`config.mk`:
```
export PLATFORM = sky130hd
export DESIGN_NAME = lsu_load_ext
export DESIGN_NICKNAME = d
export VERILOG_FILES = /design/src/design/lsu_pkg.sv /design/src/design/lsu_load_ext.sv
export SDC_FILE = /design/constraint.sdc
export NUM_CORES = 1
export LEC_CHECK = 0
export ABC_AREA = 0
export BUFFER_PORTS_ARGS = -buffer_cell sky130_fd_sc_hd__buf_2
export CELL_PAD_IN_SITES_DETAIL_PLACEMENT = 2
export CELL_PAD_IN_SITES_GLOBAL_PLACEMENT = 2
export CORE_ASPECT_RATIO = 0.8
export CORE_MARGIN = 8
export CORE_UTILIZATION = 10
export DETAILED_ROUTE_END_ITERATION = 12
export PLACE_DENSITY_LB_ADDON = 0.05
export SYNTH_ARGS = -nofsm -noshare
export SYNTH_HDL_FRONTEND = slang
export SYNTH_SLANG_ARGS = --single-unit
export TNS_END_PERCENT = 10
```
`constraint.sdc`:
```
create_clock -name vclk -period 1
set_input_delay 0.1 -clock vclk [all_inputs]
set_output_delay 0.1 -clock vclk [all_outputs]
set_load 0.01 [all_outputs]
```
`src/design/lsu_pkg.sv`:
```
/* Shared definitions of the load/store unit: widths, the data page map,
   the exception vectors and the two views of a virtual address */
package lsu_pkg;

   // Datapath widths
   localparam int unsigned DW = 32;
   localparam int unsigned AW = 32;

   // Page geometry, 64-byte pages
   localparam int unsigned PAGE_BITS = 6;
   localparam int unsigned NUM_PAGES = 16;
   localparam int unsigned PAGE_IDX_W = $clog2(NUM_PAGES);

   // Data RAM covers every mapped page
   localparam int unsigned MEM_ABITS = PAGE_IDX_W + PAGE_BITS;
   localparam int unsigned MEM_WORDS = 1 << (MEM_ABITS - 2);

   // One bit per page, set means read-only
   // Pages 12 to 15 take no stores
   localparam logic [NUM_PAGES-1:0] PAGE_RO_MASK = 16'hF000;

   // Access size codes, same encoding on the command bus
   localparam logic [2:0] SIZE_BYTE = 3'd1;
   localparam logic [2:0] SIZE_HALF = 3'd2;
   localparam logic [2:0] SIZE_WORD = 3'd3;

   // Exception vectors
   localparam int unsigned VECT_DW = 12;
   localparam logic [VECT_DW-1:0] EDTM_VECTOR = 12'h100;
   localparam logic [VECT_DW-1:0] EDPF_VECTOR = 12'h200;

   // Page number and byte offset within the page
   typedef struct packed {
      logic [AW-PAGE_BITS-1:0] vpn;
      logic [PAGE_BITS-1:0] offset;
   } vpage_t;

   // Virtual address seen as a raw word or split into page fields
   typedef union packed {
      logic [AW-1:0] raw;
      vpage_t page;
   } vaddr_u;

endpackage
```
`src/design/lsu_load_ext.sv`:
```
/* Load extension: widens byte and halfword loads to a full word,
   zero- or sign-filled */
`timescale 1ns/10ps

module lsu_load_ext (
   input logic [lsu_pkg::DW-1:0] rsp_data,
   input logic [2:0] size,
   input logic sign_ext,
   output logic [lsu_pkg::DW-1:0] wb_data
);

   // Fill bit for each sub-word size
   logic byte_fill;
   logic half_fill;

   assign byte_fill = sign_ext & rsp_data[7];
   assign half_fill = sign_ext & rsp_data[15];

   // Data arrives already shifted to bit 0 by the RAM
   always_comb begin
      case (size)
         lsu_pkg::SIZE_BYTE: begin
            wb_data = {{(lsu_pkg::DW - 8){byte_fill}}, rsp_data[7:0]};
         end
         lsu_pkg::SIZE_HALF: begin
            wb_data = {{(lsu_pkg::DW - 16){half_fill}}, rsp_data[15:0]};
         end
         // Full word, nothing to extend
         default: begin
            wb_data = rsp_data;
         end
      endcase
   end

endmodule

```
==> results.py <==
metrics = {
    "finish": {
        "layout.nets": 127,
        "n_clock_buffer": 0,
        "n_fill_cell": 391,
        "final_cell_mix": "34 x buf_2, 20 x buf_6, 16 x a21o_2, 8 x a21o_1",
        "ff_latch_area_um2": 0,
        "fin_util_pct": 22.39,
        "layout_commonest_cell": "buf_2",
        "n_antenna_cell": 0,
        "syn2layout_area_growth_pct": 116.5,
        "seq_cells": 0,
        "layout-drive-gt1-share_pct": 84.27,
    },
    "worst_setup_path": {
        "critPathSlowestCell": "a21oi_2",
        "cp_data_arrival_time_ns": 0.96,
        "max_stage_delay_ns": 0.20,
        "end_kind": "primary output",
        "crit_required_ns": 0.90,
        "crit_fanout": 16,
        "critical_path_class": "input pin to primary output",
        "cp-start-kind": "input pin",
        "crit_chain": "buf_6, nand3b_1, a21oi_2, buf_12, a21o_2, buf_6",
        "worst_path_most_repeated_cell": "buf_6",
    },
    "run_status": {
        "violations": "setup timing",
        "outcome": "complete, but fails checks",
    },
    "timing": {
        "finalHoldViolations": 0,
        "min_period_ns": 1.061,
        "setup_viol": 24,
        "slew_headroom_pct": 89.64,
        "fmax_mhz": 942.8,
        "period_share_pct": 106.1,
        "setup_slack_ns": -0.06065,
        "holdWs_ns": 0.2000,
        "maxSlewViolCount": 0,
        "grt_setup_unrepaired": "yes",
        "tightestPinTransition_ns": 0.1555,
    },
    "power_and_ir_drop": {
        "powerDensity_nw_per_um2": 575.0,
        "p_leak_nw": 0.4597,
        "vdd_drop_max_mv": 0.1515,
    },
    "global_routing": {
        "antenna_found_initial": 0,
        "grt_pass1_wl_um": 3125,
        "overflow": 0,
        "grt_start_max_net_pins": 17,
        "grt_pass1_vias": 589,
        "grt_use_total_pct": 6.856,
    },
    "route": {
        "drc": 0,
        "wirelength_um": 2053,
        "dr.pass1.iters": 2,
        "wl_per_cell_um": 15.67,
        "final_antenna_net_count": 0,
        "vias": 518,
        "drt_iter0_markers": 7,
        "viasPerCell": 3.954,
    },
    "synthesis": {
        "syn_area_per_cell_um2": 7.934,
        "yosysWarningCount": 0,
        "synth.top_cell.area_share_pct": 40.14,
        "synthTopCellsByArea": "a21o_2 40%, buf_4 19%, a21o_1 17%, nand3b_1 4.3%, clkbuf_8 3.9%",
        "synth_top_cell_by_area": "a21o_2",
        "synth_cells": 44,
        "ys_seq_area_share_pct": 0,
        "syn-num-nets": 80,
        "synth_area_um2": 349.1,
        "ys_types": 12,
    },
    "worst_hold_path": {
        "hold_class": "input pin to primary output",
        "min_to": "wb_data[2]",
        "hold_depth": 0,
        "worstHoldStart": "rsp_data[2]",
    },
    "floorplan": {
        "coreArea_um2": 3376,
        "die_h_um": 68.85,
        "die_w_um": 82.06,
        "rows": 19,
        "io-pin-count": 68,
        "die_area_um2": 5649,
        "start_util_pct": 10.34,
    },
    "clocking": {
        "cts_hold_buf": 0,
        "cts_setup_buffers": 0,
    },
    "placed_design": {
        "numPortBuffers": 54,
        "hpwl_um": 1723,
        "gp_congestion": 0.6514,
    },
    "run": {
        "max_cap_violations": 0,
    },
}
worst max-delay path: cells and delay by family:
family                 cells  cell delay (ns)
AO/OA/AOI/OAI              2             0.31
buffers and inverters      3             0.36
AND/OR/NAND/NOR            1             0.19
layout make-up:
cell class / count / area, um2 / area share [%]
well taps: 42 / 52.55 / 6.954
repair buffers: 57 / 442.9 / 58.61
multi-input cells: 32 / 260.3 / 34.44
routing by layer:
layer  part of all wire [%]  vias up  track usage (%)
met3                     11       12            1.036
met5                      0        -                0
met4                    2.9        0            1.965
met2                     50       30            13.27
li1                       -      239                -
met1                     36      237            7.567
timing repair:
item                                    4_1_cts  5_1_grt
resized for setup                            20        4
pin swaps                                     9        0
endpoints found under the setup margin       24       24
cells by family after synthesis:
kind of cell,count (synthesis),synth area share [%]
compound gates,25,59.86
xor+xnor,1,2.509
buf+inv,12,26.16
simple gates,6,11.47
report_power, final:
part | internal, mW | leakage, nW | switching [mW]
logic | 0.262 | 0.460 | 0.172
clock network | 0 | 0 | 0
registers | 0 | 0 | 0
Yosys cell counts (all sizes together):
master / number
buf: 10
xor2: 1
a21o: 24
nor2: 1
clkbuf: 2
nand2b: 2
a21oi: 1
or3b: 1
nand3b: 2
how the worst max path moves through the flow:
stage,from,to,slack [ns],cells after the start
finish,size[1],wb_data[30],-0.06,6
detailed placement,size[1],wb_data[12],-0.20,4
CTS,size[0],wb_data[16],-0.09,6
floorplan,size[1],wb_data[16],0.06,4
global placement,size[1],wb_data[10],-0.20,4
global route,size[1],wb_data[27],-0.14,6
through the flow:
stage / cells / setup slack (ns) / setup TNS (ns) / cell area [um2] / power (mW)
after floorplan: 44 / 0.06217 / 0 / 349.1 / 0.2038
final: 131 / -0.06065 / -1.225 / 755.7 / 0.4345
after detailed placement: 131 / -0.1979 / -3.456 / 628.1 / 0.3447
after global routing: 131 / -0.1353 / -2.666 / 755.7 / 0.4692
after CTS: 131 / -0.09094 / -1.594 / 743.2 / 0.4310
after global placement: 131 / -0.2009 / -3.287 / 628.1 / 0.3475
No activity file was read; power rests on OpenSTA's default activity.
