==> config.mk <==
export PLATFORM = sky130hd
export DESIGN_NAME = lsu_agu
export DESIGN_NICKNAME = d
export VERILOG_FILES = /design/src/design/lsu_pkg.sv /design/src/design/lsu_agu.sv
export SDC_FILE = /design/constraint.sdc
export NUM_CORES = 1
export LEC_CHECK = 0
export BUFFER_PORTS_ARGS = -buffer_cell sky130_fd_sc_hd__buf_2
export CAP_MARGIN = 15
export CORE_MARGIN = 2
export CORE_UTILIZATION = 35
export DETAILED_ROUTE_END_ITERATION = 8
export PLACE_DENSITY = 0.75
export SYNTH_ARGS = -nofsm -noshare
export SYNTH_HDL_FRONTEND = slang
export SYNTH_SLANG_ARGS = --single-unit
==> constraint.sdc <==
create_clock -name vclk -period 3.4
set_input_delay 0.51 -clock vclk [all_inputs]
set_output_delay 0.51 -clock vclk [all_outputs]
set_load 0.01 [all_outputs]
==> src/design/lsu_pkg.sv <==
/* Shared definitions of the load/store unit: widths, the data page map,
   the exception vectors and the two views of a virtual address */
package lsu_pkg;

   // Datapath widths
   localparam int unsigned DW = 32;
   localparam int unsigned AW = 32;

   // Page geometry, 64-byte pages
   localparam int unsigned PAGE_BITS = 6;
   localparam int unsigned NUM_PAGES = 16;
   localparam int unsigned PAGE_IDX_W = $clog2(NUM_PAGES);

   // Data RAM covers every mapped page
   localparam int unsigned MEM_ABITS = PAGE_IDX_W + PAGE_BITS;
   localparam int unsigned MEM_WORDS = 1 << (MEM_ABITS - 2);

   // One bit per page, set means read-only
   // Pages 12 to 15 take no stores
   localparam logic [NUM_PAGES-1:0] PAGE_RO_MASK = 16'hF000;

   // Access size codes, same encoding on the command bus
   localparam logic [2:0] SIZE_BYTE = 3'd1;
   localparam logic [2:0] SIZE_HALF = 3'd2;
   localparam logic [2:0] SIZE_WORD = 3'd3;

   // Exception vectors
   localparam int unsigned VECT_DW = 12;
   localparam logic [VECT_DW-1:0] EDTM_VECTOR = 12'h100;
   localparam logic [VECT_DW-1:0] EDPF_VECTOR = 12'h200;

   // Page number and byte offset within the page
   typedef struct packed {
      logic [AW-PAGE_BITS-1:0] vpn;
      logic [PAGE_BITS-1:0] offset;
   } vpage_t;

   // Virtual address seen as a raw word or split into page fields
   typedef union packed {
      logic [AW-1:0] raw;
      vpage_t page;
   } vaddr_u;

endpackage
==> src/design/lsu_agu.sv <==
/* Address generation: forms the effective address of a load or store
   and sets up the memory command from the issued operation */
`timescale 1ns/10ps

module lsu_agu (
   input logic [lsu_pkg::DW-1:0] operand_1,
   input logic [lsu_pkg::DW-1:0] operand_2,
   input logic [lsu_pkg::DW-1:0] operand_3,
   input logic op_store,
   input logic [2:0] size,
   output lsu_pkg::vaddr_u vaddr,
   output logic [lsu_pkg::AW-1:0] cmd_addr,
   output logic [2:0] cmd_size,
   output logic cmd_we,
   output logic [lsu_pkg::DW-1:0] cmd_wdata
);

   // Physical part of the address, identity map
   logic [lsu_pkg::MEM_ABITS-1:0] paddr;

   // Effective address is base plus displacement
   // Carry out of bit 31 is dropped
   always_comb begin
      vaddr.raw = operand_1 + operand_2;
   end

   // Only the RAM-backed low bits go to the memory
   // Page check happens in parallel on the full vaddr
   assign paddr = vaddr.raw[lsu_pkg::MEM_ABITS-1:0];

   assign cmd_addr = {{(lsu_pkg::AW - lsu_pkg::MEM_ABITS){1'b0}}, paddr};

   // Size code is passed through unchanged for loads and stores
   assign cmd_size = size;

   // Direction
   assign cmd_we = op_store;

   // Store data stays right-aligned here
   // The RAM moves it into its byte lanes
   assign cmd_wdata = operand_3;

endmodule

==> results_dict.tcl <==
set metrics [dict create \
    fp-row-count 29 \
    post_synth_inst_count 310 \
    n_sequential_cell 0 \
    fin_nets 499 \
    final_util_pct 39.3 \
    cpPeakStageDelay_ns 0.41 \
    drtIter0Drc 61 \
    critPathRequiredTime_ns 2.89 \
    via_per_inst 5.21 \
    seq_area_um2 0 \
    fin_cells 442 \
    boundaryPins 200 \
    startpoint "operand_1[0]" \
    power_mw 0.581 \
    synthesis.area_um2 2260 \
    yosysWarnings 0 \
    intPower_mw 0.254 \
    crit_buf_inv 2 \
    hold_viol_final 0 \
    ys_seq_area_share_pct 0 \
    n_clock_buffer 0 \
    period_needed_ns 3.23 \
    slew_viol_final 0 \
    hp-class "in2out" \
    drive_above_1_share_pct 34.0 \
    critPathTopFamily "compound AO/OA/AOI/OAI gates" \
    n_antenna_cell 0 \
    die_h_um 84.3 \
    grt_pass1_wl_mm 9.35 \
    grt_pass1_vias 2134 \
    area_growth_pct 9.31 \
    power_density_nw_per_um2 235 \
    p_sw_mw 0.326 \
    slew_headroom_pct 64.4 \
    path_class "in2out" \
    synthAdderAreaFrac_pct 18.1 \
    drt-wirelength-per-cell_um 12.9 \
    grt_max_degree 10 \
    p_comb_share_pct 100.0 \
    tightest_slew_ns 0.521 \
    worstSetupEndpointType "primary output" \
    drc 0 \
    antenna_found_initial 0 \
    place.gp.congestion 0.843 \
    drtPass1Iterations 4 \
    io_buffers 106 \
    place_inst 442 \
    core_um2 6280 \
    min_from "size[0]" \
    synth_compound_area_share_pct 30.4 \
    yosys.area_share.simple_pct 14.1 \
    synth.distinct_cells 52 \
    arrival_ns 2.72 \
    yosys-mux-area-fraction_pct 0.886 \
    grt_usage_pct 14.9 \
    die_area_um2 7110 \
    wirelength_mm 5.70 \
    syn_area_per_cell_um2 7.29 \
    layout_worst_path_cycle_share_pct 94.9 \
    max_freq_mhz 310 \
    cp_cell_sequence "buf_2, ha_1, fa_1, a21o_1, a31o_2, a21o_1, a21oi_1, o21bai_1, a21oi_1, xnor2_1, buf_2" \
    cap_violations 0 \
    irDropWorstVdd_mv 0.0927 \
    vias 2305 \
    nFillCells 676 \
    crit_path_top_delay_cell "fa_1" \
    outcome "finished clean" \
    switching_share_pct 56.2 \
    die_width_um 84.3 \
    multi_input_area_um2 1770 \
    pwr-share-clk_pct 0 \
    initial_core_util_pct 36.0 \
    synth_top_family_by_area "compound AO/OA/AOI/OAI gates" \
    postCtsSetupRepairBufs 0 \
    p_leak_nw 1.32 \
    cp-start-kind "primary input" \
    rsz0062_at_grt "false" \
    dp_hpwl_mm 5.00 \
    crit_fanout 4 \
    seq_power_share_pct 0 \
    fin_tns_setup_ns 0 \
    setup_viol 0 \
    ant_nets 0 \
    synthXorXnorAreaFrac_pct 10.9 \
    overflow 0 \
]
[area by class of cell]
cell class                      instances  share of cell area, %
Multi-Input combinational cell        246                   71.6
Timing Repair Buffer                  113                   23.6
Tap cell                               77                   3.90
Inverter                                6                  0.912
[synth_stat cells (2+ instances only)]
cell type | count | share of area (%)
a211oi_1 | 3 | 1.0
a21o_1 | 19 | 6.3
a21oi_1 | 29 | 6.4
a311oi_1 | 2 | 0.78
a31oi_1 | 3 | 0.83
buf_2 | 2 | 0.44
buf_4 | 68 | 23
clkbuf_1 | 8 | 1.3
ha_1 | 31 | 17
inv_1 | 6 | 1.0
mux2i_1 | 2 | 0.89
nand2_1 | 18 | 3.0
nand2b_1 | 2 | 0.55
nand3_1 | 10 | 2.2
nand4_1 | 8 | 2.2
nor2_1 | 12 | 2.0
nor3_1 | 4 | 0.89
o211ai_1 | 3 | 1.0
o21a_1 | 2 | 0.66
o21ai_0 | 13 | 2.9
o21bai_1 | 4 | 1.3
o221ai_1 | 2 | 0.78
o311ai_1 | 2 | 0.78
or2_2 | 3 | 0.83
xnor2_1 | 13 | 5.0
xor2_1 | 15 | 5.8
[final timing paths]
check / end / slack [ns] / cells past startpoint
worst max-delay path: vaddr[10] / 0.17 / 11
worst min-delay path: cmd_size[0] / 1.02 / 0
[power groups by stage]
| stage | Sequential (mW) | Clock [mW] | Combinational (mW) |
|---|---|---|---|
| after floorplan | 0 | 0 | 0.461 |
| after global placement | 0 | 0 | 0.570 |
| after detailed placement | 0 | 0 | 0.578 |
| after CTS | 0 | 0 | 0.581 |
| after global routing | 0 | 0 | 0.641 |
| final | 0 | 0 | 0.581 |
[metal layers]
layer / vias up / routed length [um] / part of all wire [%] / global-route usage (%)
met4: 0 / 92 / 1.6 / 2.60
met5: - / 0 / 0 / 0
met3: 16 / 470 / 8.2 / 1.87
met1: 1030 / 2390 / 42 / 19.1
met2: 112 / 2750 / 48 / 27.0
li1: 1147 / - / - / -
[cells in the final DEF (no fill, tap or decap), drive strengths merged, types with 2 or more instances in the layout]
cell type / Yosys / layout
mux2i: 2 / 2
a311oi: 3 / 3
nand3: 10 / 10
o21a: 2 / 2
o21bai: 5 / 5
conb: 1 / 22
inv: 6 / 6
o211ai: 3 / 3
xnor2: 13 / 13
or2: 3 / 3
a21o: 19 / 19
buf: 71 / 113
o311ai: 2 / 2
nand2b: 2 / 2
nand4: 8 / 8
nand2: 18 / 18
a21oi: 29 / 29
a31oi: 3 / 3
a211oi: 3 / 3
xor2: 15 / 15
o221ai: 2 / 2
ha: 31 / 31
nor3: 4 / 4
o21ai: 15 / 15
nor2: 12 / 12
[stage by stage]
stage / worst slack, ns / cell area, um^2 / hold slack (ns)
detailed placement: 0.142 / 2460 / 1.02
global placement: 0.164 / 2460 / 1.02
global route: 0.00522 / 2470 / 1.02
CTS: 0.145 / 2460 / 1.02
finish: 0.172 / 2470 / 1.02
floorplan: 0.451 / 2340 / 1.11
[cells by family after synthesis]
kind of cell | after synthesis
compound gates | 97
xor+xnor | 28
fa+ha+maj | 32
buf+inv | 85
mux | 2
other cells | 1
simple gates | 65
[repair_timing]
action,in CTS,in global routing
setup endpoints to repair,0,1
gates resized for setup,0,1
hold buffers,0,0
Power figures use the tool's default switching activity.
