[config.mk]
export PLATFORM = sky130hd
export DESIGN_NAME = lsu_dmmu
export DESIGN_NICKNAME = d
export VERILOG_FILES = /design/src/design/lsu_pkg.sv /design/src/design/lsu_dmmu.sv
export SDC_FILE = /design/constraint.sdc
export NUM_CORES = 1
export LEC_CHECK = 0
export BUFFER_PORTS_ARGS = -buffer_cell sky130_fd_sc_hd__buf_2
export CORE_AREA = 2 2 39 41
export DETAILED_ROUTE_END_ITERATION = 8
export DIE_AREA = 0 0 41 43
export PLACE_DENSITY = 0.52
export SLEW_MARGIN = 20
export SYNTH_ARGS = -nofsm -noshare
export SYNTH_HDL_FRONTEND = slang
export SYNTH_SLANG_ARGS = --single-unit
[constraint.sdc]
create_clock -name vclk -period 1.5
set_input_delay 0.3 -clock vclk [all_inputs]
set_output_delay 0.3 -clock vclk [all_outputs]
set_load 0.02 [all_outputs]
[src/design/lsu_pkg.sv]
/* Shared definitions of the load/store unit: widths, the data page map,
   the exception vectors and the two views of a virtual address */
package lsu_pkg;

   // Datapath widths
   localparam int unsigned DW = 32;
   localparam int unsigned AW = 32;

   // Page geometry, 64-byte pages
   localparam int unsigned PAGE_BITS = 6;
   localparam int unsigned NUM_PAGES = 16;
   localparam int unsigned PAGE_IDX_W = $clog2(NUM_PAGES);

   // Data RAM covers every mapped page
   localparam int unsigned MEM_ABITS = PAGE_IDX_W + PAGE_BITS;
   localparam int unsigned MEM_WORDS = 1 << (MEM_ABITS - 2);

   // One bit per page, set means read-only
   // Pages 12 to 15 take no stores
   localparam logic [NUM_PAGES-1:0] PAGE_RO_MASK = 16'hF000;

   // Access size codes, same encoding on the command bus
   localparam logic [2:0] SIZE_BYTE = 3'd1;
   localparam logic [2:0] SIZE_HALF = 3'd2;
   localparam logic [2:0] SIZE_WORD = 3'd3;

   // Exception vectors
   localparam int unsigned VECT_DW = 12;
   localparam logic [VECT_DW-1:0] EDTM_VECTOR = 12'h100;
   localparam logic [VECT_DW-1:0] EDPF_VECTOR = 12'h200;

   // Page number and byte offset within the page
   typedef struct packed {
      logic [AW-PAGE_BITS-1:0] vpn;
      logic [PAGE_BITS-1:0] offset;
   } vpage_t;

   // Virtual address seen as a raw word or split into page fields
   typedef union packed {
      logic [AW-1:0] raw;
      vpage_t page;
   } vaddr_u;

endpackage
[src/design/lsu_dmmu.sv]
/* Data MMU check against a fixed page map; flags a TLB miss for unmapped
   pages and a page fault for stores to read-only pages */
`timescale 1ns/10ps

module lsu_dmmu (
   input lsu_pkg::vaddr_u vaddr,
   input logic op_valid,
   input logic op_store,
   output logic tlb_miss,
   output logic page_fault
);

   // Page number of the access
   logic [lsu_pkg::AW-lsu_pkg::PAGE_BITS-1:0] vpn;
   // Index into the read-only mask
   logic [lsu_pkg::PAGE_IDX_W-1:0] page_idx;
   // Page lies inside the fixed map
   logic page_hit;
   // Page is marked read-only
   logic page_ro;

   assign vpn = vaddr.page.vpn;
   assign page_idx = vpn[lsu_pkg::PAGE_IDX_W-1:0];

   // Only the first NUM_PAGES pages have a translation
   assign page_hit = (vpn < lsu_pkg::NUM_PAGES);

   // Mask lookup only means something for a mapped page
   assign page_ro = lsu_pkg::PAGE_RO_MASK[page_idx];

   // No translation for the page
   assign tlb_miss = op_valid & ~page_hit;

   // Write permission violation
   // Loads from read-only pages are fine
   assign page_fault = op_valid & op_store & page_hit & page_ro;

   // The controller picks the vector with an AND-OR mux, so both faults
   // at once would merge two vectors into a bogus target
   always_comb begin
      assert final (!(tlb_miss && page_fault))
         else $error("dmmu raised TLB miss and page fault together");
   end

endmodule

==> flow_metrics.env, run 1 <==
export IMPL_fmax_mhz=677
export IMPL_core_sq_um=1380
export IMPL_route_met3_wl_microns=165
export IMPL_rsz0062_at_grt="yes"
export IMPL_drtIter0Drc=0
export IMPL_crit_required_ns=1.20
export IMPL_rows=14
export IMPL_io_pins=36
export IMPL_final_max_slew_viol_count=0
export IMPL_overflow=0
export IMPL_via_count=221
export IMPL_vias_per_cell=4.02
export IMPL_cpLargestDelayFamily="simple AND/OR/NAND/NOR gates"
export IMPL_synth_largest_area_cell="nor4_1"
export IMPL_seq_area_sq_um=0
export IMPL_dieArea_sq_um=1760
export IMPL_fillers=158
export IMPL_cp_max_fo=2
export IMPL_min_path_type="input port to output port"
export IMPL_drive_gt1_frac=0.821
export IMPL_ys_seq_area_frac=0
export IMPL_synth_top_cell_area_share=0.455
export IMPL_pre_cts_ws_ns=-0.0886
export IMPL_min_period_ns=1.48
export IMPL_grt_max_degree=3
export IMPL_critical_path_class="input port to output port"
export IMPL_initial_core_util=0.0497
export IMPL_route_top_layer_used="met3"
export IMPL_period_share=0.985
export IMPL_hold_viol=0
export IMPL_yosysMostFrequentCell="nor4_1"
export IMPL_finalSetupViolCount=0
export IMPL_antenna_found_initial=0
export IMPL_crit_arrival_ns=1.18
export IMPL_drc=0
export IMPL_ctsHoldBuffers=0
export IMPL_worstSetupEndpointType="output port"
export IMPL_syn_num_nets=45
export IMPL_relSlewSlack=0.847
export IMPL_min_delay_start="op_valid"
export IMPL_start_kind="input port"
export IMPL_p_leak_uw=0.000136
export IMPL_placed_cell_area_sq_um=229
export IMPL_port_buffers=28
export IMPL_path_cells="buf_6, nor4_4, nand4_1, o21a_1, buf_6"
export IMPL_crit_buf_inv=2
export IMPL_final_area_sq_um=305
export IMPL_status="finished clean"
export IMPL_synth_area_sq_um=68.8
export IMPL_area_growth_pct=344
export IMPL_yosys_warnings=0
export IMPL_fin_tns_setup_ns=0
export IMPL_crit_start="vaddr[23]"
export IMPL_cap_viol_max_count=0
export IMPL_vdd_drop_max_mv=0.0315
export IMPL_postSynthAreaPerCell_sq_um=6.26
export IMPL_synthTopCellsByCount="nor4_1 (5), nand4_1 (2)"
export IMPL_tightestPinTransition_ns=0.228
export IMPL_fin_util=0.221
export IMPL_grt_pass1_vias=178
export IMPL_wl_per_cell_microns=9.96
export IMPL_dr_wl_met2_microns=245
export IMPL_chipHeight_microns=43
export IMPL_first_pass_iters=1
export IMPL_fin_ws_ns=0.0232
export IMPL_crit_top_cell="buf_6"
export IMPL_final_net_count=75
export IMPL_track_usage=0.0460
export IMPL_drt_wl_total_microns=548
export IMPL_clock_buffers=0
export IMPL_diodes=0
export IMPL_slowest_stage="nor4_4"
export IMPL_drt_met1_wl_microns=137
export IMPL_pwr_density_cell_nw_per_um2=201
export IMPL_ant_nets=0
export IMPL_place_congestion=0.425
export IMPL_cp_slowest_stage_delay_ns=0.25
export IMPL_synthCells=11
export IMPL_grt_pass1_wl_microns=558
export IMPL_seq_cells=0
export IMPL_die_w_microns=41
export IMPL_synth_area_leaders="nor4_1 (45%), nand4_1 (18%), nor3_2 (15%)"
export IMPL_yosysUniqueCellTypes=6
-- layout make-up --
cell class	instances	area, sq um	share of cell area
timing repair buffer	28	180	0.590
multi-input combinational	11	105	0.344
tap	16	20.0	0.0656
-- kinds of logic (layout without fill, tap and decap cells) --
family                 Yosys count  count (layout)  share of synthesized area
AOI/OAI and AO/OA                1               1                      0.109
and+or+nand+nor                 10              10                      0.891
buffers and inverters            0              28                          0
-- per-stage QoR --
| stage | instances | hold WS, ns | power (uW) |
|---|---|---|---|
| after floorplan | 11 | 0.730 | 6.73 |
| after global placement | 55 | 0.939 | 41.4 |
| after detailed placement | 55 | 0.942 | 42.0 |
| after CTS | 55 | 0.931 | 52.6 |
| after global routing | 55 | 0.951 | 67.1 |
| final | 55 | 0.931 | 61.4 |
-- cell usage in the layout, fill, tap and decap left out --
cell      n
buf_4     1
nand4_1   2
nor4_1    2
buf_6     6
o21a_1    1
nand2_1   1
nor4_2    1
nor2_1    1
buf_2    21
nor3_2    1
nor4_4    2
-- layer usage --
metal | track usage | vias to the layer above
li1 | - | 105
met1 | 0.0158 | 88
met2 | 0.116 | 28
met3 | 0.0209 | 0
met4 | 0 | 0
met5 | 0 | -
-- tightest hold or removal path: stages --
cell and delay, ns:
buf_2 0.09, o21a_1 0.13, buf_6 0.11
-- worst paths after layout --
| path | cells after the start | endpoint |
|---|---|---|
| worst max-delay path | 5 | tlb_miss |
| worst min-delay path | 3 | tlb_miss |
-- power by group --
group / total, uW / switching, uW / internal [uW]
registers: 0 / 0 / 0
logic: 61.4 / 21.8 / 39.6
clock network: 0 / 0 / 0
-- repair_timing --
action	4_1_cts	5_1_grt
endpoints found under the setup margin	2	2
pin swaps	4	5
hold endpoints to repair	0	0
gates resized for setup	8	5
setup buffers	0	0
Note: power is estimated with default switching activity, not from simulation.
==> run 2, diff against run 1 <==
==> constraint.sdc (replaced) <==
create_clock -name vclk -period 1.7
set_input_delay 0.34 -clock vclk [all_inputs]
set_output_delay 0.34 -clock vclk [all_outputs]
set_load 0.02 [all_outputs]
==> run 2 against run 1 <==
Critical path depth unchanged; worst setup slack better by 0.085 ns; sequential share of layout area unchanged; first-iteration DRC count unchanged; via count down 2.7%; hold slack better by 0.091 ns; wire length down 12%; utilization down 5.1 points; cell area down 23%; non-clock buffer count unchanged; power down 39%; critical endpoint is now page_fault; largest power group unchanged.
==> flow_metrics.env, run 2 (synthesis results as in run 1) <==
export IMPL_status="finished clean"
export IMPL_crit_top_cell="buf_2"
export IMPL_antenna_found_initial=0
export IMPL_drive_gt1_frac=0.769
export IMPL_port_buffers=28
export IMPL_dieArea_sq_um=1760
export IMPL_grt_busiest_layer="met2"
export IMPL_use_met1=0.0158
export IMPL_min_path_type="input port to output port"
export IMPL_hold_viol=0
export IMPL_cpLargestDelayFamily="simple AND/OR/NAND/NOR gates"
export IMPL_vias_per_cell=3.91
export IMPL_met2_usage=0.109
export IMPL_drt_wl_total_microns=483
export IMPL_wl_per_cell_microns=8.78
export IMPL_final_net_count=75
export IMPL_crit_required_ns=1.36
export IMPL_rsz0062_at_grt="no"
export IMPL_overflow=0
export IMPL_p_leak_uw=0.000119
export IMPL_finalSetupViolCount=0
export IMPL_tightestPinTransition_ns=0.241
export IMPL_critical_path_class="input port to output port"
export IMPL_ant_nets=0
export IMPL_placed_cell_area_sq_um=229
export IMPL_rows=14
export IMPL_via_count=215
export IMPL_seq_area_sq_um=0
export IMPL_final_max_slew_viol_count=0
export IMPL_relSlewSlack=0.838
export IMPL_final_common_cell="buf_2"
export IMPL_ctsHoldBuffers=0
export IMPL_cap_viol_max_count=0
export IMPL_crit_buf_inv=2
export IMPL_worstSetupEndpointType="output port"
export IMPL_path_cells="buf_2, nor4_1, nand4_1, nor3_2, buf_2"
export IMPL_diodes=0
export IMPL_drc=0
export IMPL_grt_pass1_wl_microns=538
export IMPL_fin_tns_setup_ns=0
export IMPL_fillers=161
export IMPL_period_share=0.936
export IMPL_fmax_mhz=628
export IMPL_cp_max_fo=2
export IMPL_vdd_drop_max_mv=0.0169
export IMPL_layout_common_cells="buf_2 (28), nor4_1 (4), nand4_1 (2)"
export IMPL_place_congestion=0.425
export IMPL_die_w_microns=41
export IMPL_io_pins=36
export IMPL_start_kind="input port"
export IMPL_pwr_density_cell_nw_per_um2=160
export IMPL_grt_pass1_vias=170
export IMPL_cp_slowest_stage_delay_ns=0.27
export IMPL_area_growth_pct=242
export IMPL_cts_setup_buffers=0
export IMPL_stdcell_count=55
export IMPL_first_pass_iters=1
export IMPL_pre_cts_ws_ns=0.0314
export IMPL_hold_ws_ns=1.02
export IMPL_chipHeight_microns=43
export IMPL_final_area_sq_um=235
export IMPL_track_usage=0.0440
export IMPL_drtIter0Drc=0
export IMPL_clock_buffers=0
export IMPL_core_sq_um=1380
export IMPL_crit_arrival_ns=1.25
export IMPL_min_period_ns=1.59
export IMPL_fin_ws_ns=0.108
export IMPL_cts_resized_gates=0
export IMPL_grt_max_degree=3
export IMPL_seq_cells=0
export IMPL_place_inst=55
export IMPL_initial_core_util=0.0497
export IMPL_slowest_stage="nor4_1"
export IMPL_met3_usage=0.0209
## run 2: cell types whose count changed in the layout (fill, tap and decap cells not counted)
cell    previous run  this run
buf_2             21        28
buf_4              1         0
buf_6              6         0
nor4_1             2         4
nor4_4             2         0
## run 2: where the power goes
part | internal [uW] | switching (uW) | leakage [uW]
logic | 24.5 | 13.1 | 0.000119
registers | 0 | 0 | 0
clock network | 0 | 0 | 0
## run 2: area by class of cell
type / instances / area (sq um) / share of cell area
Multi-Input combinational cell: 11 / 75.1 / 0.319
Tap cell: 16 / 20.0 / 0.0851
Timing Repair Buffer: 28 / 140 / 0.596
## run 2: stage by stage
stage | utilization | power, uW
after global routing | 0.170 | 43.0
after floorplan | - | 5.94
final | 0.170 | 37.6
after CTS | 0.165 | 37.4
after detailed placement | 0.165 | 37.1
after global placement | 0.165 | 36.5
## run 2: tightest hold or removal path: stages
cell and delay (ns):
buf_2 0.10, o21a_1 0.09, buf_2 0.15
## run 2: path summary, 6_finish.rpt
path / startpoint / slack, ns / cells after the start / end
max: vaddr[15] / 0.11 / 5 / page_fault
min: op_valid / 1.02 / 3 / tlb_miss
## run 2: routing by layer
layer  vias to the layer above  routed length (microns)
li1                        105                        -
met1                        82                      118
met2                        28                      193
met3                         0                      171
met4                         0                        0
met5                         -                        0
